File: config.mk
export PLATFORM = sky130hd
export DESIGN_NAME = inst_decoder_flat
export DESIGN_NICKNAME = d
export VERILOG_FILES = /design/src/hw/rv_pkg.sv /design/src/hw/rf_read_if.sv /design/src/hw/inst_decoder.sv /design/src/flat_wrapper.sv
export SDC_FILE = /design/constraint.sdc
export NUM_CORES = 1
export LEC_CHECK = 0
export BUFFER_PORTS_ARGS = -buffer_cell sky130_fd_sc_hd__buf_2
export CAP_MARGIN = 30
export CORE_AREA = 5 5 117 119
export DETAILED_ROUTE_END_ITERATION = 8
export DIE_AREA = 0 0 122 124
export PLACE_DENSITY_LB_ADDON = 0.3
export RECOVER_POWER = 25
export SYNTH_ARGS = -nofsm -noshare
export SYNTH_HDL_FRONTEND = slang
export SYNTH_SLANG_ARGS = --single-unit
File: constraint.sdc
create_clock -name vclk -period 1.5
set_input_delay 0.15 -clock vclk [all_inputs]
set_output_delay 0.15 -clock vclk [all_outputs]
set_load 0.03 [all_outputs]
File: src/hw/rv_pkg.sv
// RV64I core shared definitions
package rv_pkg;

	// Datapath widths
	localparam int xlen       = 64;                 // Register and ALU width
	localparam int reg_addr_w = 5;                  // Register index width, 32 registers
	localparam int imm_w      = 12;                 // I-type immediate width
	localparam int shamt_w    = 6;                  // RV64 shift amount bits

	// Major opcodes of the two supported groups
	localparam logic [6:0] op_reg = 7'b0110011;     // Register-register ALU
	localparam logic [6:0] op_imm = 7'b0010011;     // Register-immediate ALU

	// funct3 encodings, shared by both groups where defined
	localparam logic [2:0] f3_add = 3'b000;         // ADD, SUB, ADDI
	localparam logic [2:0] f3_sll = 3'b001;         // SLL
	localparam logic [2:0] f3_slt = 3'b010;         // SLT, SLTI
	localparam logic [2:0] f3_xor = 3'b100;         // XOR, XORI
	localparam logic [2:0] f3_srl = 3'b101;         // SRL
	localparam logic [2:0] f3_or  = 3'b110;         // OR, ORI
	localparam logic [2:0] f3_and = 3'b111;         // AND, ANDI

	// funct7 alternate encoding, only bit 5 is meaningful here
	localparam logic [6:0] f7_alt = 7'b0100000;     // Selects SUB over ADD

	// ALU operations, exactly eight so three bits are fully used
	typedef enum logic [2:0] {
		alu_add,                                    // a + b
		alu_sub,                                    // a - b
		alu_and,                                    // a & b
		alu_or,                                     // a | b
		alu_xor,                                    // a ^ b
		alu_sll,                                    // a << b[5:0]
		alu_srl,                                    // a >> b[5:0], logical
		alu_slt                                     // Signed a < b
	} alu_op_e;

	// Register-register view of the instruction word
	typedef struct packed {
		logic [6:0]            funct7;              // Operation modifier
		logic [reg_addr_w-1:0] rs2;                 // Second source
		logic [reg_addr_w-1:0] rs1;                 // First source
		logic [2:0]            funct3;              // Operation select
		logic [reg_addr_w-1:0] rd;                  // Destination
		logic [6:0]            opcode;              // Major opcode
	} r_type_s;

	// Register-immediate view of the same word
	typedef struct packed {
		logic [imm_w-1:0]      imm12;               // Signed immediate
		logic [reg_addr_w-1:0] rs1;                 // Source
		logic [2:0]            funct3;              // Operation select
		logic [reg_addr_w-1:0] rd;                  // Destination
		logic [6:0]            opcode;              // Major opcode
	} i_type_s;

	// One 32-bit word, read either way depending on the opcode
	typedef union packed {
		r_type_s r;                                 // ADD, SUB, AND, ...
		i_type_s i;                                 // ADDI, ANDI, ...
	} rv_inst_u;

endpackage

File: src/hw/rf_read_if.sv
// Register file read ports
interface rf_read_if;

	// Port 1, always used for rs1
	logic [rv_pkg::reg_addr_w-1:0] r_addr1;         // Read index
	logic                          r_ena1;          // Read enable, zero data when low
	logic [rv_pkg::xlen-1:0]       r_data1;         // Read data

	// Port 2, only used by register-register instructions
	logic [rv_pkg::reg_addr_w-1:0] r_addr2;         // Read index
	logic                          r_ena2;          // Read enable, zero data when low
	logic [rv_pkg::xlen-1:0]       r_data2;         // Read data

	// Register file side returns data
	modport rf (
		input  r_addr1, r_ena1, r_addr2, r_ena2,
		output r_data1, r_data2
	);

	// Decoder side issues addresses
	modport dec (
		output r_addr1, r_ena1, r_addr2, r_ena2,
		input  r_data1, r_data2
	);

endinterface

File: src/hw/inst_decoder.sv
// Decode and operand read
module inst_decoder (
	input  logic                          head_valid,  // Queue not empty
	input  rv_pkg::rv_inst_u              head_inst,   // Word at queue head
	output logic                          take,        // Consume head
	rf_read_if.dec                        rd,          // Register reads
	output logic                          dec_valid,
	output rv_pkg::alu_op_e               dec_op,
	output logic [rv_pkg::reg_addr_w-1:0] dec_rd,
	output logic [rv_pkg::xlen-1:0]       operand_a,
	output logic [rv_pkg::xlen-1:0]       operand_b
);

	logic                    is_reg;                   // Register-register group
	logic                    is_imm;                   // Register-immediate group
	logic [2:0]              funct3;                   // Operation select
	logic                    alt;                      // funct7 bit 5 selects SUB
	logic [rv_pkg::xlen-1:0] imm_sext;                 // Sign-extended imm12

	// Opcode sits at the same bits in both views
	assign is_reg = (head_inst.r.opcode == rv_pkg::op_reg);
	assign is_imm = (head_inst.i.opcode == rv_pkg::op_imm);

	// Execute never stalls, so the head is taken as soon as it shows up
	assign take      = head_valid;
	assign dec_valid = head_valid;

	assign funct3 = head_inst.r.funct3;                // Same bits in both views
	assign alt    = is_reg && ((head_inst.r.funct7 & rv_pkg::f7_alt) != '0);

	assign imm_sext = {{(rv_pkg::xlen - rv_pkg::imm_w){head_inst.i.imm12[rv_pkg::imm_w-1]}},
		head_inst.i.imm12};

	// Register read requests
	assign rd.r_addr1 = head_inst.r.rs1;               // rs1 shared by both views
	assign rd.r_ena1  = head_valid && (is_reg || is_imm);
	assign rd.r_addr2 = head_inst.r.rs2;
	assign rd.r_ena2  = head_valid && is_reg;          // Immediate form has no rs2

	assign dec_rd = head_inst.r.rd;                    // rd shared by both views

	// B operand picks register or immediate
	assign operand_a = rd.r_data1;
	assign operand_b = is_reg ? rd.r_data2 : imm_sext;

	// funct3 plus funct7 bit 5 to ALU operation
	always_comb
	begin
		case (funct3)
			rv_pkg::f3_add: dec_op = alt ? rv_pkg::alu_sub : rv_pkg::alu_add;
			rv_pkg::f3_sll: dec_op = rv_pkg::alu_sll;
			rv_pkg::f3_slt: dec_op = rv_pkg::alu_slt;
			rv_pkg::f3_xor: dec_op = rv_pkg::alu_xor;
			rv_pkg::f3_srl: dec_op = rv_pkg::alu_srl;
			rv_pkg::f3_or:  dec_op = rv_pkg::alu_or;
			rv_pkg::f3_and: dec_op = rv_pkg::alu_and;
			default:        dec_op = rv_pkg::alu_add;  // SLTU etc. not in subset
		endcase
	end

endmodule

File: src/flat_wrapper.sv
// flat-port wrapper written by rule: the top's interface ports become plain ports
module inst_decoder_flat 
  (head_valid, head_inst, take, dec_valid, dec_op, dec_rd, operand_a, operand_b, rd_r_addr1, rd_r_ena1, rd_r_addr2, rd_r_ena2, rd_r_data1, rd_r_data2);
  rf_read_if rd_i ();
  input  logic head_valid;
  input  rv_pkg::rv_inst_u head_inst;
  output logic take;
  output logic dec_valid;
  output rv_pkg::alu_op_e dec_op;
  output logic [rv_pkg::reg_addr_w-1:0] dec_rd;
  output logic [rv_pkg::xlen-1:0] operand_a;
  output logic [rv_pkg::xlen-1:0] operand_b;
  output wire logic [$bits(rd_i.r_addr1)-1:0] rd_r_addr1;
  output wire logic [$bits(rd_i.r_ena1)-1:0] rd_r_ena1;
  output wire logic [$bits(rd_i.r_addr2)-1:0] rd_r_addr2;
  output wire logic [$bits(rd_i.r_ena2)-1:0] rd_r_ena2;
  input wire logic [$bits(rd_i.r_data1)-1:0] rd_r_data1;
  input wire logic [$bits(rd_i.r_data2)-1:0] rd_r_data2;
  assign rd_r_addr1 = rd_i.r_addr1;
  assign rd_r_ena1 = rd_i.r_ena1;
  assign rd_r_addr2 = rd_i.r_addr2;
  assign rd_r_ena2 = rd_i.r_ena2;
  assign rd_i.r_data1 = rd_r_data1;
  assign rd_i.r_data2 = rd_r_data2;
  inst_decoder u_core (.head_valid(head_valid), .head_inst(head_inst), .take(take), .rd(rd_i), .dec_valid(dec_valid), .dec_op(dec_op), .dec_rd(dec_rd), .operand_a(operand_a), .operand_b(operand_b));
endmodule
**Word level (Yosys, flattened, before mapping)**

Cells that the tools add are included.

- Reductions and logical operators: 5
- Multiplexer cells: 3
- Equality and inequality tests: 8

Operator list:

| cell | count |
|---|---|
| 2-to-1 mux 64 bit | 1 |
| one-hot mux 3 bit (7 select lines) | 1 |
| == test 3 bit, second input constant | 4 |
| == test 7 x 5 -> 1 bit, second input constant | 1 |
| == test 7 x 6 -> 1 bit, second input constant | 1 |
| == test 3 x 1 -> 1 bit, second input constant | 1 |
| == test 3 x 2 -> 1 bit, second input constant | 1 |
| logical AND 1 bit | 3 |
| logical NOT 3 bit | 1 |
| logical OR 1 bit | 1 |
| 2-to-1 mux 1 bit | 1 |

- Logic and storage cells: 16
- Output and inout port bits: 150
- Flip-flop bits (word level): 0

**Depth between registers and ports, before layout**

- Depth in word-level cells: 4
- Gate-level depth with buffers: 5

**Worst setup path before layout**

No wires, ideal clock.

- Path kind: input -> output
- Start: input port head_inst[6] (netlist bit)
- End: output port operand_b[10] (netlist bit)
- Stages: 5
- Arrival time: 1.346 ns
- Required time: 1.350 ns
- Path buffers: 2
- Path slack: 0.004 ns
- Cell sequence: nor4b_4 and2_1 buf_4 buf_6 mux2_1

- Word-level cells in the longest chain between the ends: 2

RTL lines:

| item | line | RTL |
|---|---|---|
| start, declared | flat_wrapper.sv:6 | `input rv_pkg::rv_inst_u head_inst;` |
| == test 7 x 6 -> 1 bit | inst_decoder.sv:21 | `assign is_reg = (head_inst.r.opcode == rv_pkg::op_reg);` |
| 2-to-1 mux 64 bit | inst_decoder.sv:44 | `assign operand_b = is_reg ? rd.r_data2 : imm_sext;` |
| end, declared | flat_wrapper.sv:12 | `output logic [rv_pkg::xlen-1:0] operand_b;` |

Every way passes these cells.

**Worst setup path in the final report**

- Start: input port head_inst[2] (netlist bit)
- End: output port operand_b[1] (netlist bit)

Same word-level chain as after synthesis.

==> impl_metrics.tcl <==
set metrics [dict create \
    run_status "finished, violations left" \
    violations "negative setup slack" \
    final_max_slew_viol_count 0 \
    p_leak_nw 1.30 \
    cap_violations 0 \
    p_sw_share_pct 56.7 \
    cpPeakStageDelay_ns 0.31 \
    area_growth_pct 58.4 \
    syn-num-nets 331 \
    vdd_drop_max_uv 66.0 \
    vias 1439 \
    cp_slowest_cell "mux2_4" \
    dp_hpwl_mm 4.35 \
    hold_slack_ns 0.300 \
    drive_above_1_share_pct 74.9 \
    antenna_found_initial 0 \
    nClkBuffers 0 \
    drt_iter0_drc 25 \
    p_switching_uw 387 \
    port-buffer-count 163 \
    power_frac_comb_pct 100.0 \
    grtUsageTotal_pct 5.95 \
    ys_seq_area_share_pct 0 \
    slew_headroom_pct 85.5 \
    syn_area_per_cell_sq_um 7.62 \
    crit_type "in2out" \
    hold_violations 0 \
    dr.pass1.iters 4 \
    regArea_sq_um 0 \
    finalSetupViolCount 39 \
    finalSetupTns_ns -1.16 \
    dieHeight_microns 124 \
    fin_util_pct 16.5 \
    routed_via_density 3.40 \
    synth_area_leaders "buf_4 47%, a21o_1 31%, mux2_1 6.1%" \
    finalWeightedCongestion 0.737 \
    ioPinCount 311 \
    crit_chain "buf_6 > nor4b_4 > and2_4 > buf_12 > buf_12 > mux2_4 > buf_6" \
    hold_class "in2out" \
    initial_utilization_pct 10.4 \
    crit_family "simple AND/OR/NAND/NOR gates" \
    synth_cell_types 18 \
    fmax_ghz 0.635 \
    internal_power_uw 296 \
    tightest_slew_ns 0.217 \
    setup_slack_ns -0.0749 \
    rsz0062_at_grt "yes" \
    die_w_microns 122 \
    wl_per_cell_microns 13.1 \
    synth_top_area_cell "buf_4" \
    cellPowerDensity_nw_per_um2 333 \
    gr-total-overflow 0 \
    post-route-period-util_pct 105 \
    grt_pass1_wl_mm 7.26 \
    crit_required_ns 1.35 \
    pwr-share-clk_pct 0 \
    fin_crit_ns 1.57 \
    syn_area_sq_um 1300 \
    antenna_left 0 \
    postCtsHoldBufs 0 \
    design.seq.count 0 \
    endpoint_kind "output pin" \
    n_antenna_cell 0 \
    synthMostInstantiatedCell "buf_4" \
    synth_top_area_share_pct 47.5 \
    power_frac_seq_pct 0 \
    cp_num_buf_inv 4 \
    cp_max_fo 7 \
    die_area_sq_um 15100 \
    postSynthCellCount 170 \
    nNetsFinal 414 \
    route.detailed.drc 0 \
    rows 41 \
    power_uw 683 \
    core-area_sq_um 12500 \
    worstPathArrival_ns 1.42 \
    yosys_warnings 0 \
    grt_max_degree 31 \
    ys_top_cells_by_count "82 x buf_4, 53 x a21o_1, 9 x buf_2" \
    drt_wl_total_mm 5.52 \
    grt_pass1_vias 1387 \
    cp-start-kind "input pin" \
]
-- metal layers --
metal / track usage [%] / wire length [microns] / vias up
li1: - / - / 657
met1: 5.02 / 1680 / 639
met2: 12.6 / 3030 / 107
met3: 1.27 / 555 / 36
met4: 3.22 / 263 / 0
met5: 0 / 0 / -
-- what timing repair did --
action / 4_1_cts / 5_1_grt
endpoints found under the setup margin: 51 / 61
endpoints found under the hold margin: 0 / 0
pin swaps: 3 / 0
resized for setup: 65 / 18
cloned: 2 / 0
buffers inserted: 3 / 0
-- final timing paths --
| kind | startpoint | to | slack, ns | depth (start not counted) |
|---|---|---|---|---|
| worst max-delay path | head_inst[2] | operand_b[1] | -0.07 | 7 |
| worst min-delay path | rd_r_data1[18] | operand_a[18] | 0.30 | 0 |
-- power by group through the flow --
stage                     registers [mW]  logic (mW)  clock network, mW
after floorplan                        0       0.736                  0
after detailed placement               0       0.611                  0
after CTS                              0       0.681                  0
after global routing                   0       0.725                  0
after global placement                 0       0.610                  0
final                                  0       0.683                  0
-- final cells by class --
class / count / area, sq um
fillers: 1397 / 10400
multi-input cells: 77 / 676
well taps: 172 / 215
repair buffers: 174 / 1160
-- per-stage QoR --
step | area, sq um | cells | worst slack [ns]
after floorplan | 1300 | 170 | 0.00423
after global placement | 1750 | 419 | -0.110
after detailed placement | 1750 | 419 | -0.120
after CTS | 2060 | 424 | -0.0929
after global routing | 2050 | 423 | -0.132
final | 2050 | 423 | -0.0749
-- kinds of logic (layout without fill, tap and decap cells) --
group / count (synthesis) / count (layout) / share of synthesized area, %
buffers and inverters: 93 / 174 / 52.1
AND/OR/NAND/NOR: 9 / 9 / 5.31
multiplexers: 11 / 11 / 9.56
AO/OA/AOI/OAI: 56 / 56 / 32.3
XOR/XNOR: 1 / 1 / 0.676
-- cells in the final DEF, fill, tap and decap left out --
master      n
buf_16      1
mux2_4     11
nand2b_1    1
nand2_1     2
a21boi_4    1
buf_4      11
xnor2_1     1
buf_6      25
nor4b_4     1
and3_1      2
a31oi_1     1
a21o_1     53
nor2_1      1
o31ai_1     1
buf_2     129
clkbuf_4    2
buf_12      4
and2_4      1
and4_1      1
buf_8       2
Note: power is estimated with default switching activity, not from simulation.
