File: src/hw/rv_pkg.sv
// RV64I core shared definitions
package rv_pkg;

	// Datapath widths
	localparam int xlen       = 64;                 // Register and ALU width
	localparam int reg_addr_w = 5;                  // Register index width, 32 registers
	localparam int imm_w      = 12;                 // I-type immediate width
	localparam int shamt_w    = 6;                  // RV64 shift amount bits

	// Major opcodes of the two supported groups
	localparam logic [6:0] op_reg = 7'b0110011;     // Register-register ALU
	localparam logic [6:0] op_imm = 7'b0010011;     // Register-immediate ALU

	// funct3 encodings, shared by both groups where defined
	localparam logic [2:0] f3_add = 3'b000;         // ADD, SUB, ADDI
	localparam logic [2:0] f3_sll = 3'b001;         // SLL
	localparam logic [2:0] f3_slt = 3'b010;         // SLT, SLTI
	localparam logic [2:0] f3_xor = 3'b100;         // XOR, XORI
	localparam logic [2:0] f3_srl = 3'b101;         // SRL
	localparam logic [2:0] f3_or  = 3'b110;         // OR, ORI
	localparam logic [2:0] f3_and = 3'b111;         // AND, ANDI

	// funct7 alternate encoding, only bit 5 is meaningful here
	localparam logic [6:0] f7_alt = 7'b0100000;     // Selects SUB over ADD

	// ALU operations, exactly eight so three bits are fully used
	typedef enum logic [2:0] {
		alu_add,                                    // a + b
		alu_sub,                                    // a - b
		alu_and,                                    // a & b
		alu_or,                                     // a | b
		alu_xor,                                    // a ^ b
		alu_sll,                                    // a << b[5:0]
		alu_srl,                                    // a >> b[5:0], logical
		alu_slt                                     // Signed a < b
	} alu_op_e;

	// Register-register view of the instruction word
	typedef struct packed {
		logic [6:0]            funct7;              // Operation modifier
		logic [reg_addr_w-1:0] rs2;                 // Second source
		logic [reg_addr_w-1:0] rs1;                 // First source
		logic [2:0]            funct3;              // Operation select
		logic [reg_addr_w-1:0] rd;                  // Destination
		logic [6:0]            opcode;              // Major opcode
	} r_type_s;

	// Register-immediate view of the same word
	typedef struct packed {
		logic [imm_w-1:0]      imm12;               // Signed immediate
		logic [reg_addr_w-1:0] rs1;                 // Source
		logic [2:0]            funct3;              // Operation select
		logic [reg_addr_w-1:0] rd;                  // Destination
		logic [6:0]            opcode;              // Major opcode
	} i_type_s;

	// One 32-bit word, read either way depending on the opcode
	typedef union packed {
		r_type_s r;                                 // ADD, SUB, AND, ...
		i_type_s i;                                 // ADDI, ANDI, ...
	} rv_inst_u;

endpackage

File: src/hw/inst_queue.sv
// Credited instruction queue
module inst_queue #(
	parameter int queue_depth = 4                    // Entries, equals source credits
) (
	input  logic             clk,
	input  logic             rst,
	input  logic             in_valid,               // Credited push, never overflows
	input  rv_pkg::rv_inst_u in_inst,
	input  logic             take,                   // Decoder consumes head
	output logic             head_valid,
	output rv_pkg::rv_inst_u head_inst,
	output logic             credit_return           // One credit per pop
);

	localparam int ptr_w = $clog2(queue_depth);      // Index width
	localparam int cnt_w = $clog2(queue_depth + 1);  // Occupancy holds 0..queue_depth

	rv_pkg::rv_inst_u mem [queue_depth];             // Entry storage
	logic [ptr_w-1:0] wr_ptr;                        // Next free slot
	logic [ptr_w-1:0] rd_ptr;                        // Current head
	logic [cnt_w-1:0] count;                         // Occupancy
	logic             pop;                           // Head leaves this cycle

	// Wrap at queue_depth so non power of two depths work
	function automatic logic [ptr_w-1:0] next_ptr(input logic [ptr_w-1:0] p);
		return (p == ptr_w'(queue_depth - 1)) ? '0 : p + 1'b1;
	endfunction

	assign head_valid    = (count != '0);            // Not empty
	assign head_inst     = mem[rd_ptr];              // Head visible a cycle after push
	assign pop           = take && head_valid;
	assign credit_return = pop;                      // Slot freed in the same cycle

	always_ff @(posedge clk)
	begin
		if (in_valid)
			mem[wr_ptr] <= in_inst;                  // Payload only
	end

	always_ff @(posedge clk)
	begin
		if (rst)
		begin
			wr_ptr <= '0;
			rd_ptr <= '0;
			count  <= '0;                            // Empty after reset
		end
		else
		begin
			if (in_valid)
				wr_ptr <= next_ptr(wr_ptr);
			if (pop)
				rd_ptr <= next_ptr(rd_ptr);
			case ({in_valid, pop})
				2'b10:   count <= count + 1'b1;      // Push only
				2'b01:   count <= count - 1'b1;      // Pop only
				default: count <= count;             // Both or neither
			endcase
		end
	end

endmodule

File: config.mk
export PLATFORM = sky130hd
export DESIGN_NAME = inst_queue
export DESIGN_NICKNAME = d
export VERILOG_FILES = /design/src/hw/rv_pkg.sv /design/src/hw/inst_queue.sv
export SDC_FILE = /design/constraint.sdc
export NUM_CORES = 1
export LEC_CHECK = 0
export BUFFER_PORTS_ARGS = -buffer_cell sky130_fd_sc_hd__buf_4
export CAP_MARGIN = 30
export CORE_ASPECT_RATIO = 0.9
export CORE_MARGIN = 8
export CORE_UTILIZATION = 50
export DETAILED_ROUTE_END_ITERATION = 10
export GPL_TIMING_DRIVEN = 0
export PLACE_DENSITY = 0.71
export SKIP_CTS_REPAIR_TIMING = 1
export SLEW_MARGIN = 10
export SYNTH_ARGS = -nofsm -noshare
export SYNTH_HDL_FRONTEND = slang
export SYNTH_SLANG_ARGS = --single-unit
export TNS_END_PERCENT = 10
File: constraint.sdc
create_clock -name clk -period 5 [get_ports clk]
set_input_delay 0.25 -clock clk [delete_from_list [all_inputs] [get_ports clk]]
set_output_delay 0.25 -clock clk [all_outputs]
set_load 0.005 [all_outputs]
---- Yosys cells after proc, flatten, opt, wreduce, memory -nomap -nowiden ----
Memories as Yosys holds them, arrays and structs flattened. A register that Yosys moved wholly into a read port is not among the register bits.
Cells that the tools add are included.
storage, ports and cells
  memories ................................ 1
  register bits ........................... 7
  bits in writable memories ............... 128
  output and inout bits ................... 34
  input bits .............................. 36
  logic and storage cells ................. 22
memory list
  name  depth  width  read ports  clocked after Yosys merged registers in  write ports  RTL line          RTL
  mem   4      32     1           1                                        1            inst_queue.sv:18  rv_pkg::rv_inst_u mem [queue_depth];
operators by class
  multiplexer cells ....................... 7
  reduce and logical (&&, ||, !) cells .... 3
  equality and inequality tests ........... 4
  add/sub/neg operators ................... 4
operator list
  kind                                                 count
  2-to-1 mux 2 bit                                     4
  equality test 2 bit, second input constant           3
  one-hot mux 3 bit (2 select lines)                   1
  adder 2 x 1 -> 2 bit, second input constant          2
  adder 3 x 1 -> 3 bit, second input constant          1
  nonzero test 3 bit                                   1
  subtractor 3 x 1 -> 3 bit, second input constant     1
  equality test 2 x 1 -> 1 bit, second input constant  1
  2-to-1 mux 1 bit                                     2
  nonzero test 2 bit                                   1
  logical AND 1 bit                                    1

---- Longest topological paths before layout ----
Gate-level depths: netlist (run 1).
  word-level depth ........................ 4
  gate-level depth with buffers ........... 8
  gate-level depth less buffers ........... 8

---- Least setup slack after synthesis (run 1) ----
OpenSTA, ideal clock, no wires.
  path kind ............................... flip-flop to flip-flop
  start point ............................. register count[0]
  end point ............................... register count[2]
  library setup time ...................... 0.070 ns
  setup slack ............................. 3.230 ns
  path buffers ............................ 0
  arrival time ............................ 1.700 ns
  required time ........................... 4.930 ns
  stages on the path, launching flop included .. 9
  period minus slack after synthesis ...... 1.770 ns
  cell sequence ........................... dfxtp_1 -> o31ai_2 -> inv_1 -> ha_1 -> inv_1 -> fa_1 -> xor2_1 -> or3_1 -> a21oi_1
between the ends
  word-level cells in the longest chain between the ends .. 4
  elaborated cells on any way between the ends .. 8
  those cells by class .................... add/sub (2); eq/ne (2); mux (1); reduce/logical (3)
RTL lines
  what                                                                             RTL line          RTL
  start: declaration                                                               inst_queue.sv:21  logic [cnt_w-1:0] count;
  start signal: assignment                                                         inst_queue.sv:55  2'b10: count <= count + 1'b1;
  start signal: assignment                                                         inst_queue.sv:56  2'b01: count <= count - 1'b1;
  start signal: assignment                                                         inst_queue.sv:57  default: count <= count;
  nonzero test 3 bit *                                                             inst_queue.sv:29  assign head_valid = (count != '0);
  logical AND 1 bit *                                                              inst_queue.sv:31  assign pop = take && head_valid;
  via credit_return                                                                inst_queue.sv:12  output logic credit_return
  equality test 2 x 1 -> 1 bit / equality test 2 bit (equally long branches)       inst_queue.sv:54  case ({in_valid, pop})
  one-hot mux 3 bit (2 select lines) / nonzero test 2 bit (equally long branches)  -
The timed path passes the listed nets; every way through them passes the cells marked *.
A chain may end at the register's enable or synchronous reset.

==> results.toml, run 1 <==
[pwr]
netSwitchingFraction_pct = 20.6
power_density_nw_per_um2 = 504
clkPwrFrac_pct = 42.7
seqPwrFrac_pct = 40.5
ir_drop_v = 0.000479
intPower_w = 0.00263
p_comb_share_pct = 16.8
p_sw_w = 0.000684
leakagePower_nw = 2.32

[timing]
worst_slew_pin_slew_ps = 520
finalHoldViolCount = 0
clock.fmax_mhz = 509
slew_headroom_pct = 65.4
slew_violations = 0
setup_tns_ps = 0
fin_crit_sh_pct = 39.3
rsz0062_at_grt = "no"
setup-violations-final = 0
period_minus_slack_ps = 1960
finClkSkew_ps = 4.34
fin_ws_ps = 3040

[synth]
synthFlopType = "edfxtp_1"
yosys.area.top_type_share_pct = 75.2
synth_area_leaders = "edfxtp_1, mux4_2, dfxtp_1"
synthCells = 215
synth_cell_type_count = 20
synthArstFlopShare_pct = 0
yosysWarningCount = 0
synth_area_sq_um = 5110
postSynthAreaPerCell_sq_um = 23.8
synthTopCellsByCount = "edfxtp_1, mux4_2, dfxtp_1"
ys_ff_latch = 137
synth_most_common_cell = "edfxtp_1"
synth_top_area_cell = "edfxtp_1"
ys_seq_area_share_pct = 78.7
synth_nets = 258
synth-edff-count = 128

[finish]
drive_above_1_share_pct = 44.7
fin_util_pct = 65.0
layout.cells.non_filler = 449
antenna_cells = 0
final_nets = 350
area_delta_synth_final_pct = 28.6

[routing]
met2_length_mm = 4.44
wl_met1_mm = 3.70
avgRoutedWirePerCell_um = 19.9
drc = 0
highest_layer = "met4"
drt_wl_total_mm = 8.93
first_iter_violations = 133
ant_nets = 0
vias = 2355
firstDrtPassIters = 4
dr_wl_met3_um = 672
via_per_inst = 5.24

[critical_path]
r2r-start = "count[1]$_SDFFE_PP0P_"
ff2ff_setup_slack_ps = 3090
critical-path-top-delay-family = "multiplexers"
endpoint_kind = "output port"
cp.depth = 4
r2r-end = "count[2]$_SDFFE_PP0P_"
crit_chain = "buf_6, buf_12, mux4_2, buf_4"
critical-path-max-stage-delay_ps = 530
cpMaxStageDelayCell = "mux4_2"
crit_type = "register to output port"
worst-r2r-cell-count = 8
cp-endpoint = "head_inst[12]"
path_max_fanout = 10
worstSetupStartpointType = "register"
required_ps = 4750
path_buf_inv = 3
cp.arrival_ps = 1710

[clock_tree]
root_buffer = "clkbuf_16"
clock_latency_ps = 400
cts.sinks = 137
htree_num_levels = 4
cts_tree = "built"
cts_buffers = 17
path_clk_slew_ps = 60
clockBufferDepth = 2

[floorplanning]
fp.dieW_um = 123
start_util_pct = 50.5
core_area_sq_um = 10100
die_h_um = 112
ioPinCount = 70
rows = 35
die_area_sq_um = 13700

[place]
dp_cells = 417
post-dp-hpwl_mm = 5.85
routabilityCongestion = 0.643
portBuffers = 69
post-place-ws_ps = 3110

[global_route]
overflow = 0
grt_max_degree = 28
grt_first_pass_wirelength_mm = 14.0
grt_use_total_pct = 14.0
grt_pass1_vias = 2683
antenna_found_initial = 0

[hold_path]
min_path_type = "input pin to register"

[status]
outcome = "complete, no violations"

[run]
cap_violations = 0
metal layers:
metal / up-vias / global-route usage [%]
met3: 10 / 5.77
met4: 0 / 5.84
met5: - / 0
li1: 1075 / -
met1: 1194 / 16.5
met2: 76 / 22.0
layout make-up:
| class | count | area [sq um] |
|---|---|---|
| timing repair buffer | 73 | 613 |
| inverter | 7 | 26.3 |
| clock inverter | 13 | 249 |
| tap | 129 | 161 |
| multi-input combinational | 64 | 981 |
| sequential | 137 | 4020 |
| fill | 679 | 3540 |
| buffer | 7 | 86.3 |
| clock buffer | 19 | 433 |
logic make-up (layout without fill, tap and decap cells):
family,Yosys count,after routing,synth area share (%)
flip-flops,137,137,78.7
multiplexers,34,34,14.6
AND/OR/NAND/NOR,15,15,1.52
buffers and inverters,14,119,2.20
adder cells (fa/ha/maj),7,7,1.86
AO/OA/AOI/OAI,6,6,0.734
XOR/XNOR,2,2,0.343
state kept, by name (all words and copies together) (netlist names), named ones only:
signal  count
count       3
mem       128
rd_ptr      2
wr_ptr      2
power groups by stage:
stage | logic (W) | clock network, W | registers (W)
after floorplan | 0.000332 | 0 | 0.00136
after global placement | 0.000556 | 0 | 0.00137
after detailed placement | 0.000573 | 0 | 0.00137
after CTS | 0.000576 | 0.00144 | 0.00134
after global routing | 0.000611 | 0.00148 | 0.00135
final | 0.000557 | 0.00141 | 0.00134
metrics by stage:
stage,hold slack [ps],power [W],area [sq um]
floorplan,319,0.00169,5110
global placement,450,0.00192,5790
detailed placement,454,0.00194,5890
CTS,26.8,0.00336,6570
global route,23.6,0.00344,6570
finish,48.0,0.00332,6570
cells in the final DEF (no fill, tap or decap):
cell       instances
o31ai_2            1
nor3b_1            1
edfxtp_1         128
nand2_1            1
clkinv_2           1
mux2i_1            2
mux4_2            30
clkbuf_1           2
ha_1               6
clkinv_1           2
buf_4             69
and2_2             4
or3_1              3
clkinv_4           3
dfxtp_1            9
nor2_1             6
mux4_1             2
buf_16             2
bufinv_16          7
buf_2              3
fa_1               1
clkbuf_16         17
buf_12             5
buf_6              1
xor2_1             2
a21oi_1            4
o21ai_0            1
inv_1              7
worst min path at each step:
| stage | from | to | cells past startpoint |
|---|---|---|---|
| finish | in_inst[16] | mem[1][16]$_DFFE_PP_ | 1 |
| global route | in_inst[24] | mem[2][24]$_DFFE_PP_ | 1 |
| CTS | in_inst[24] | mem[3][24]$_DFFE_PP_ | 1 |
| detailed placement | in_inst[24] | mem[3][24]$_DFFE_PP_ | 1 |
| global placement | in_inst[25] | mem[3][25]$_DFFE_PP_ | 1 |
| floorplan | rst | count[2]$_SDFFE_PP0P_ | 1 |
worst reg2reg max path, cell delays in order, from the launching register on:
cell and delay (ps):
dfxtp_1 340, o31ai_2 400, inv_1 130, ha_1 230, inv_1 70, fa_1 170, xor2_1 70, or3_1 300
a21oi_1 140
Note: power is estimated with default switching activity, not from simulation.
==> inputs of run 2 (changes only) <==
--- a/config.mk
+++ b/config.mk
@@ -5,6 +5,7 @@
 export SDC_FILE = /design/constraint.sdc
 export NUM_CORES = 1
 export LEC_CHECK = 0
+export ABC_AREA = 1
 export BUFFER_PORTS_ARGS = -buffer_cell sky130_fd_sc_hd__buf_4
 export CAP_MARGIN = 30
 export CORE_ASPECT_RATIO = 0.9
@@ -12,7 +13,7 @@
 export CORE_UTILIZATION = 50
 export DETAILED_ROUTE_END_ITERATION = 10
 export GPL_TIMING_DRIVEN = 0
-export PLACE_DENSITY = 0.71
+export PLACE_DENSITY = 0.73
 export SKIP_CTS_REPAIR_TIMING = 1
 export SLEW_MARGIN = 10
 export SYNTH_ARGS = -nofsm -noshare
==> constraint.sdc (replaced) <==
create_clock -name clk -period 1.77 [get_ports clk]
set_input_delay 0.0885 -clock clk [delete_from_list [all_inputs] [get_ports clk]]
set_output_delay 0.0885 -clock clk [all_outputs]
set_load 0.005 [all_outputs]
==> run 2 against run 1 <==
  * Sequential power rose to 2.8 times the previous value
  * Combinational power increased to 3.9 times the previous value
  * Clock-buffer cell count shrank 1
  * Area after synthesis is 2.8% higher
  * Power grew to 2.8 times the previous value
  * Sequential cell count unchanged
  * Clock skew up 2.8 ps
  * Via count rose by 47%
  * Clock power is 140% higher
  * Routed wire length rose by 27%
  * Critical endpoint is now head_inst[6]
  * Largest cell class unchanged
==> results.toml, run 2 <==
[pwr]
leakagePower_nw = 2.56
netSwitchingFraction_pct = 26.4
ir_drop_v = 0.00102
power_density_nw_per_um2 = 1370
intPower_w = 0.00695
clkPwrFrac_pct = 36.5
p_comb_share_pct = 23.3
seqPwrFrac_pct = 40.2
p_sw_w = 0.00249

[routing]
drc = 0
firstDrtPassIters = 5
ant_nets = 0
vias = 3455
drt_wl_total_mm = 11.3
avgRoutedWirePerCell_um = 17.7
first_iter_violations = 273
via_per_inst = 5.42

[critical_path]
endpoint_kind = "output port"
cp.arrival_ps = 1580
cp_common_cell = "buf_6"
required_ps = 1680
path_max_fanout = 10
crit_chain = "buf_6, buf_6, o21ai_0, o22ai_1, buf_4"
r2r-start = "count[2]$_SDFFE_PP0P_"
crit_type = "register to output port"
worstSetupStartpointType = "register"
worst-r2r-cell-count = 12
critical-path-max-stage-delay_ps = 340
cpMaxStageDelayCell = "dfxtp_1"
r2r-end = "count[2]$_SDFFE_PP0P_"
cp-endpoint = "head_inst[6]"
ff2ff_setup_slack_ps = 130

[finish]
largestRegisters = "mem: 128 flops, count: 3 flops"
final_common_cell = "edfxtp_1"
largest_register_ffs = 128
drive_above_1_share_pct = 25.6
design_area_sq_um = 6900
final_cell_mix = "edfxtp_1, buf_4, nor2_1, o21ai_0, dlygate4sd3_1"
final_nets = 538
fill_cells = 716
regMostFlops = "mem"
layout.cells.non_filler = 637
antenna_cells = 0
area_delta_synth_final_pct = 31.2

[global_route]
grt_max_degree = 33
overflow = 0
grt_use_total_pct = 16.2
grt_pass1_vias = 3379
grt_first_pass_wirelength_mm = 16.8
antenna_found_initial = 0

[synth]
synthArstFlopShare_pct = 0
synth-edff-count = 128
synth_area_sq_um = 5250
synth_cell_type_count = 22
synth_nets = 415
ys_seq_area_share_pct = 76.6
synth_area_leaders = "edfxtp_1, nor2_1, o22ai_1"
synth_top_area_cell = "edfxtp_1"
ys_ff_latch = 137
synthTopCellsByCount = "edfxtp_1, nor2_1, o21ai_0"
synth_most_common_cell = "edfxtp_1"
yosysWarningCount = 0
postSynthAreaPerCell_sq_um = 14.1
synthCells = 372
synthFlopType = "edfxtp_1"
yosys.area.top_type_share_pct = 73.2

[clock_tree]
htree_num_levels = 4
cts_buffers = 17
cts.sinks = 137
cts_tree = "built"
path_clk_slew_ps = 60
clockBufferDepth = 2
root_buffer = "clkbuf_16"
clock_latency_ps = 410

[floorplanning]
fp.dieW_um = 124
rows = 35
ioPinCount = 70
die_h_um = 113
core_area_sq_um = 10200
die_area_sq_um = 14000
start_util_pct = 51.3

[timing]
fin_crit_sh_pct = 94.1
setup-violations-final = 0
period_minus_slack_ps = 1670
worst_slew_pin_slew_ps = 819
finClkSkew_ps = 7.16
clock.fmax_mhz = 601
slew_violations = 0
finalHoldViolCount = 0
slew_headroom_pct = 45.4

[place]
routabilityCongestion = 0.737
place_area_sq_um = 5930
dp_cells = 570
portBuffers = 69
post-dp-hpwl_mm = 6.46

[run]
cap_violations = 0

[status]
outcome = "complete, no violations"

[hold_path]
min_path_type = "input pin to register"
[run 2: cell count changes after synthesis, moves of 4 or more]
cell     change
nor2_1      +62
nand3_1      +4
o21ai_0     +38
mux4_2      -30
nand2_1      +9
o21ai_1     +28
o22ai_1     +32
inv_1        +9
buf_6        +8
[run 2: per-stage QoR]
stage                     setup WS [ps]  setup TNS [ps]  total power (W)  utilization (%)  hold WS, ps
after global placement             -342          -39310          0.00585             57.9          258
after global routing              -16.6           -17.3          0.00982             67.3         27.4
after floorplan                    82.2               0          0.00493                -          161
final                               105               0          0.00943             67.3         13.8
after CTS                          -127            -268          0.00934             63.6         -179
after detailed placement          -94.5            -103          0.00592             57.9          261
[run 2: worst min-delay path by stage]
stage          cells after the start  startpoint  slack [ps]                      to
5_1_grt                            4        take          30                register
4_1_cts                            2         rst        -180  wr_ptr[0]$_SDFFE_PP0P_
3_3_place_gp                       2         rst         260  wr_ptr[0]$_SDFFE_PP0P_
3_5_place_dp                       2         rst         260  wr_ptr[0]$_SDFFE_PP0P_
2_1_floorplan                      1         rst         160  wr_ptr[0]$_SDFFE_PP0P_
6_report                           3        take          10                register
[run 2: final cells by class]
| class | count | area, sq um | share of cell area (%) |
|---|---|---|---|
| Sequential cell | 137 | 4030 | 58.4 |
| Multi-Input combinational cell | 198 | 1010 | 14.7 |
| Timing Repair Buffer | 104 | 863 | 12.5 |
| Clock buffer | 18 | 429 | 6.22 |
| Buffer | 19 | 169 | 2.45 |
| Tap cell | 129 | 161 | 2.34 |
| Clock inverter | 14 | 155 | 2.25 |
| Inverter | 18 | 77.6 | 1.13 |
[run 2: cell families (layout without fill, tap and decap cells)]
| family | after synthesis | after routing | share of synthesized area, % |
|---|---|---|---|
| flops | 137 | 137 | 76.6 |
| buf+inv | 37 | 173 | 4.43 |
| fa+ha+maj | 7 | 7 | 1.81 |
| simple gates | 86 | 86 | 6.41 |
| compound gates | 105 | 105 | 10.8 |
[run 2: power by group through the flow]
stage	logic (W)	clock network (W)	registers (W)
final	0.00220	0.00344	0.00380
after global routing	0.00240	0.00361	0.00381
after CTS	0.00208	0.00347	0.00379
after detailed placement	0.00206	0	0.00385
after global placement	0.00200	0	0.00385
after floorplan	0.00109	0	0.00384
[run 2: critical path, delay by kind of cell (launching register included)]
kind                   cells  cell delay [ps]
AOI/OAI and AO/OA          2              340
buffers and inverters      3              490
DFF                        1              340
[run 2: routing by layer]
metal	up-vias	wire length (um)	global-route usage [%]
met5	-	0	0
met4	0	87	5.47
met3	13	937	6.92
met2	144	5690	25.9
met1	1676	4590	19.0
li1	1622	-	-
==> inputs of run 3 (changes only) <==
--- a/config.mk
+++ b/config.mk
@@ -10,10 +10,10 @@
 export CAP_MARGIN = 30
 export CORE_ASPECT_RATIO = 0.9
 export CORE_MARGIN = 8
-export CORE_UTILIZATION = 50
+export CORE_UTILIZATION = 51
 export DETAILED_ROUTE_END_ITERATION = 10
 export GPL_TIMING_DRIVEN = 0
-export PLACE_DENSITY = 0.73
+export PLACE_DENSITY = 0.75
 export SKIP_CTS_REPAIR_TIMING = 1
 export SLEW_MARGIN = 10
 export SYNTH_ARGS = -nofsm -noshare
==> run 3 against run 2 <==
  * Global-route usage increased by 0.49 points
  * Design area is essentially flat
  * The run now ends with negative hold slack left
  * Clock-buffer cell count stayed put
==> results.toml, run 3 (synthesis gave the netlist of run 2 again) <==
[status]
outcome = "complete, but fails checks"
violations = "negative hold slack"

[critical_path]
path_max_fanout = 6
ff2ff_setup_slack_ps = 60
worst-r2r-cell-count = 12
critical-path-max-stage-delay_ps = 380
required_ps = 2080
worstSetupStartpointType = "register"
endpoint_kind = "register"
r2r-start = "count[0]$_SDFFE_PP0P_"
critical-path-top-delay-family = "adder cells"
cp.arrival_ps = 2020
r2r-end = "count[2]$_SDFFE_PP0P_"
cpMaxStageDelayCell = "fa_1"
crit_chain = "inv_1, nand3_4, and2_4, ha_1, inv_1, fa_1, inv_1, nand2_1, nand3_1, nand2_1, inv_1, nor2_1"
cp_common_cell = "inv_1"
path_buf_inv = 4
crit_type = "register to register"

[routing]
drt_wl_total_mm = 11.3
drc = 0
firstDrtPassIters = 4
ant_nets = 0
avgRoutedWirePerCell_um = 17.8
via_per_inst = 5.27
vias = 3345
first_iter_violations = 222

[global_route]
overflow = 0
grt_pass1_vias = 3439
grt_use_total_pct = 16.7
grt_max_degree = 33
grt_first_pass_wirelength_mm = 17.3
antenna_found_initial = 0

[timing]
fin_ws_ps = 65.0
finClkSkew_ps = 6.29
fin_crit_sh_pct = 96.3
slew_headroom_pct = 45.0
rsz0062_at_grt = "yes"
clock.fmax_mhz = 586
finalHoldViolCount = 2
period_minus_slack_ps = 1710
slew_violations = 0
setup-violations-final = 0
worst_slew_pin_slew_ps = 824
fin_hold_ws_ps = -3.99

[pwr]
leakagePower_nw = 2.56
ir_drop_v = 0.000953
power_density_nw_per_um2 = 1370

[clock_tree]
clock_latency_ps = 410
path_clk_slew_ps = 60
cts.sinks = 137
root_buffer = "clkbuf_16"
cts_tree = "built"
htree_num_levels = 4
cts_buffers = 17
clockBufferDepth = 2

[finish]
regMostFlops = "mem"
final_cell_mix = "edfxtp_1, buf_4, nor2_1, o21ai_0, dlygate4sd3_1"
design_area_sq_um = 6890
drive_above_1_share_pct = 25.3
final_common_cell = "edfxtp_1"
area_delta_synth_final_pct = 31.2
antenna_cells = 0
largest_register_ffs = 128
layout.cells.non_filler = 635
final_nets = 536
largestRegisters = "mem: 128 flops, count: 3 flops"

[place]
routabilityCongestion = 0.719
dp_cells = 570
portBuffers = 69
post-dp-hpwl_mm = 6.52
post-place-ws_ps = -56.5
place_area_sq_um = 5930

[floorplanning]
ioPinCount = 70
fp.dieW_um = 123
start_util_pct = 51.9
core_area_sq_um = 10100
die_h_um = 112
rows = 35
die_area_sq_um = 13800

[hold_path]
holdPathStages = 4
worstHoldStart = "take"
min_path_type = "input pin to register"

[run]
cap_violations = 0
[run 3: worst reg2reg max path: stages (launching register included)]
cell and delay (ps):
dfxtp_1 310, inv_1 100, nand3_4 130, and2_4 150
ha_1 150, inv_1 70, fa_1 380, inv_1 60
nand2_1 60, nand3_1 70, nand2_1 50, inv_1 50
nor2_1 40
[run 3: final cells by class]
cell class,count,area (sq um)
repair buffers,102,848
flip-flops and latches,137,4030
clock inverters,14,173
inverters,18,75.1
clock buffers,18,429
plain buffers,19,169
fillers,689,3220
well taps,129,161
multi-input cells,198,1010
[run 3: layer usage]
| layer | track usage [%] | part of all wire (%) | vias to the layer above |
|---|---|---|---|
| met4 | 5.61 | 0.95 | 0 |
| li1 | - | - | 1622 |
| met3 | 5.72 | 6.3 | 11 |
| met1 | 19.8 | 43 | 1620 |
| met5 | 0 | 0 | - |
| met2 | 27.5 | 50 | 92 |
[run 3: worst max-delay path by stage]
stage                                      start                    end  slack, ps  depth (start not counted)
after floorplan            count[0]$_SDFFE_PP0P_  count[2]$_SDFFE_PP0P_         80                         12
after global routing       count[2]$_SDFFE_PP0P_  count[2]$_SDFFE_PP0P_        -30                         11
final                      count[0]$_SDFFE_PP0P_  count[2]$_SDFFE_PP0P_         60                         12
after CTS                  count[0]$_SDFFE_PP0P_  count[2]$_SDFFE_PP0P_        -70                         11
after detailed placement   count[0]$_SDFFE_PP0P_  count[2]$_SDFFE_PP0P_        -60                         11
after global placement    wr_ptr[0]$_SDFFE_PP0P_    mem[3][0]$_DFFE_PP_       -340                          3
[run 3: per-stage QoR]
step | total power [W] | hold slack (ps) | util, % | setup TNS [ps]
final | 0.00946 | -3.99 | 68.1 | 0
after global routing | 0.00989 | 17.8 | 68.1 | -31.0
after CTS | 0.00942 | -172 | 64.6 | -161
after detailed placement | 0.00591 | 262 | 58.7 | -56.5
after global placement | 0.00586 | 258 | 58.7 | -39800
after floorplan | 0.00493 | 161 | - | 0
[run 3: power by group]
| part | total (W) | switching, W | leakage [nW] | internal (W) |
|---|---|---|---|---|
| Sequential | 0.00379 | 0.0000626 | 1.25 | 0.00373 |
| Clock | 0.00353 | 0.00131 | 0.281 | 0.00222 |
| Combinational | 0.00214 | 0.00115 | 1.03 | 0.000992 |
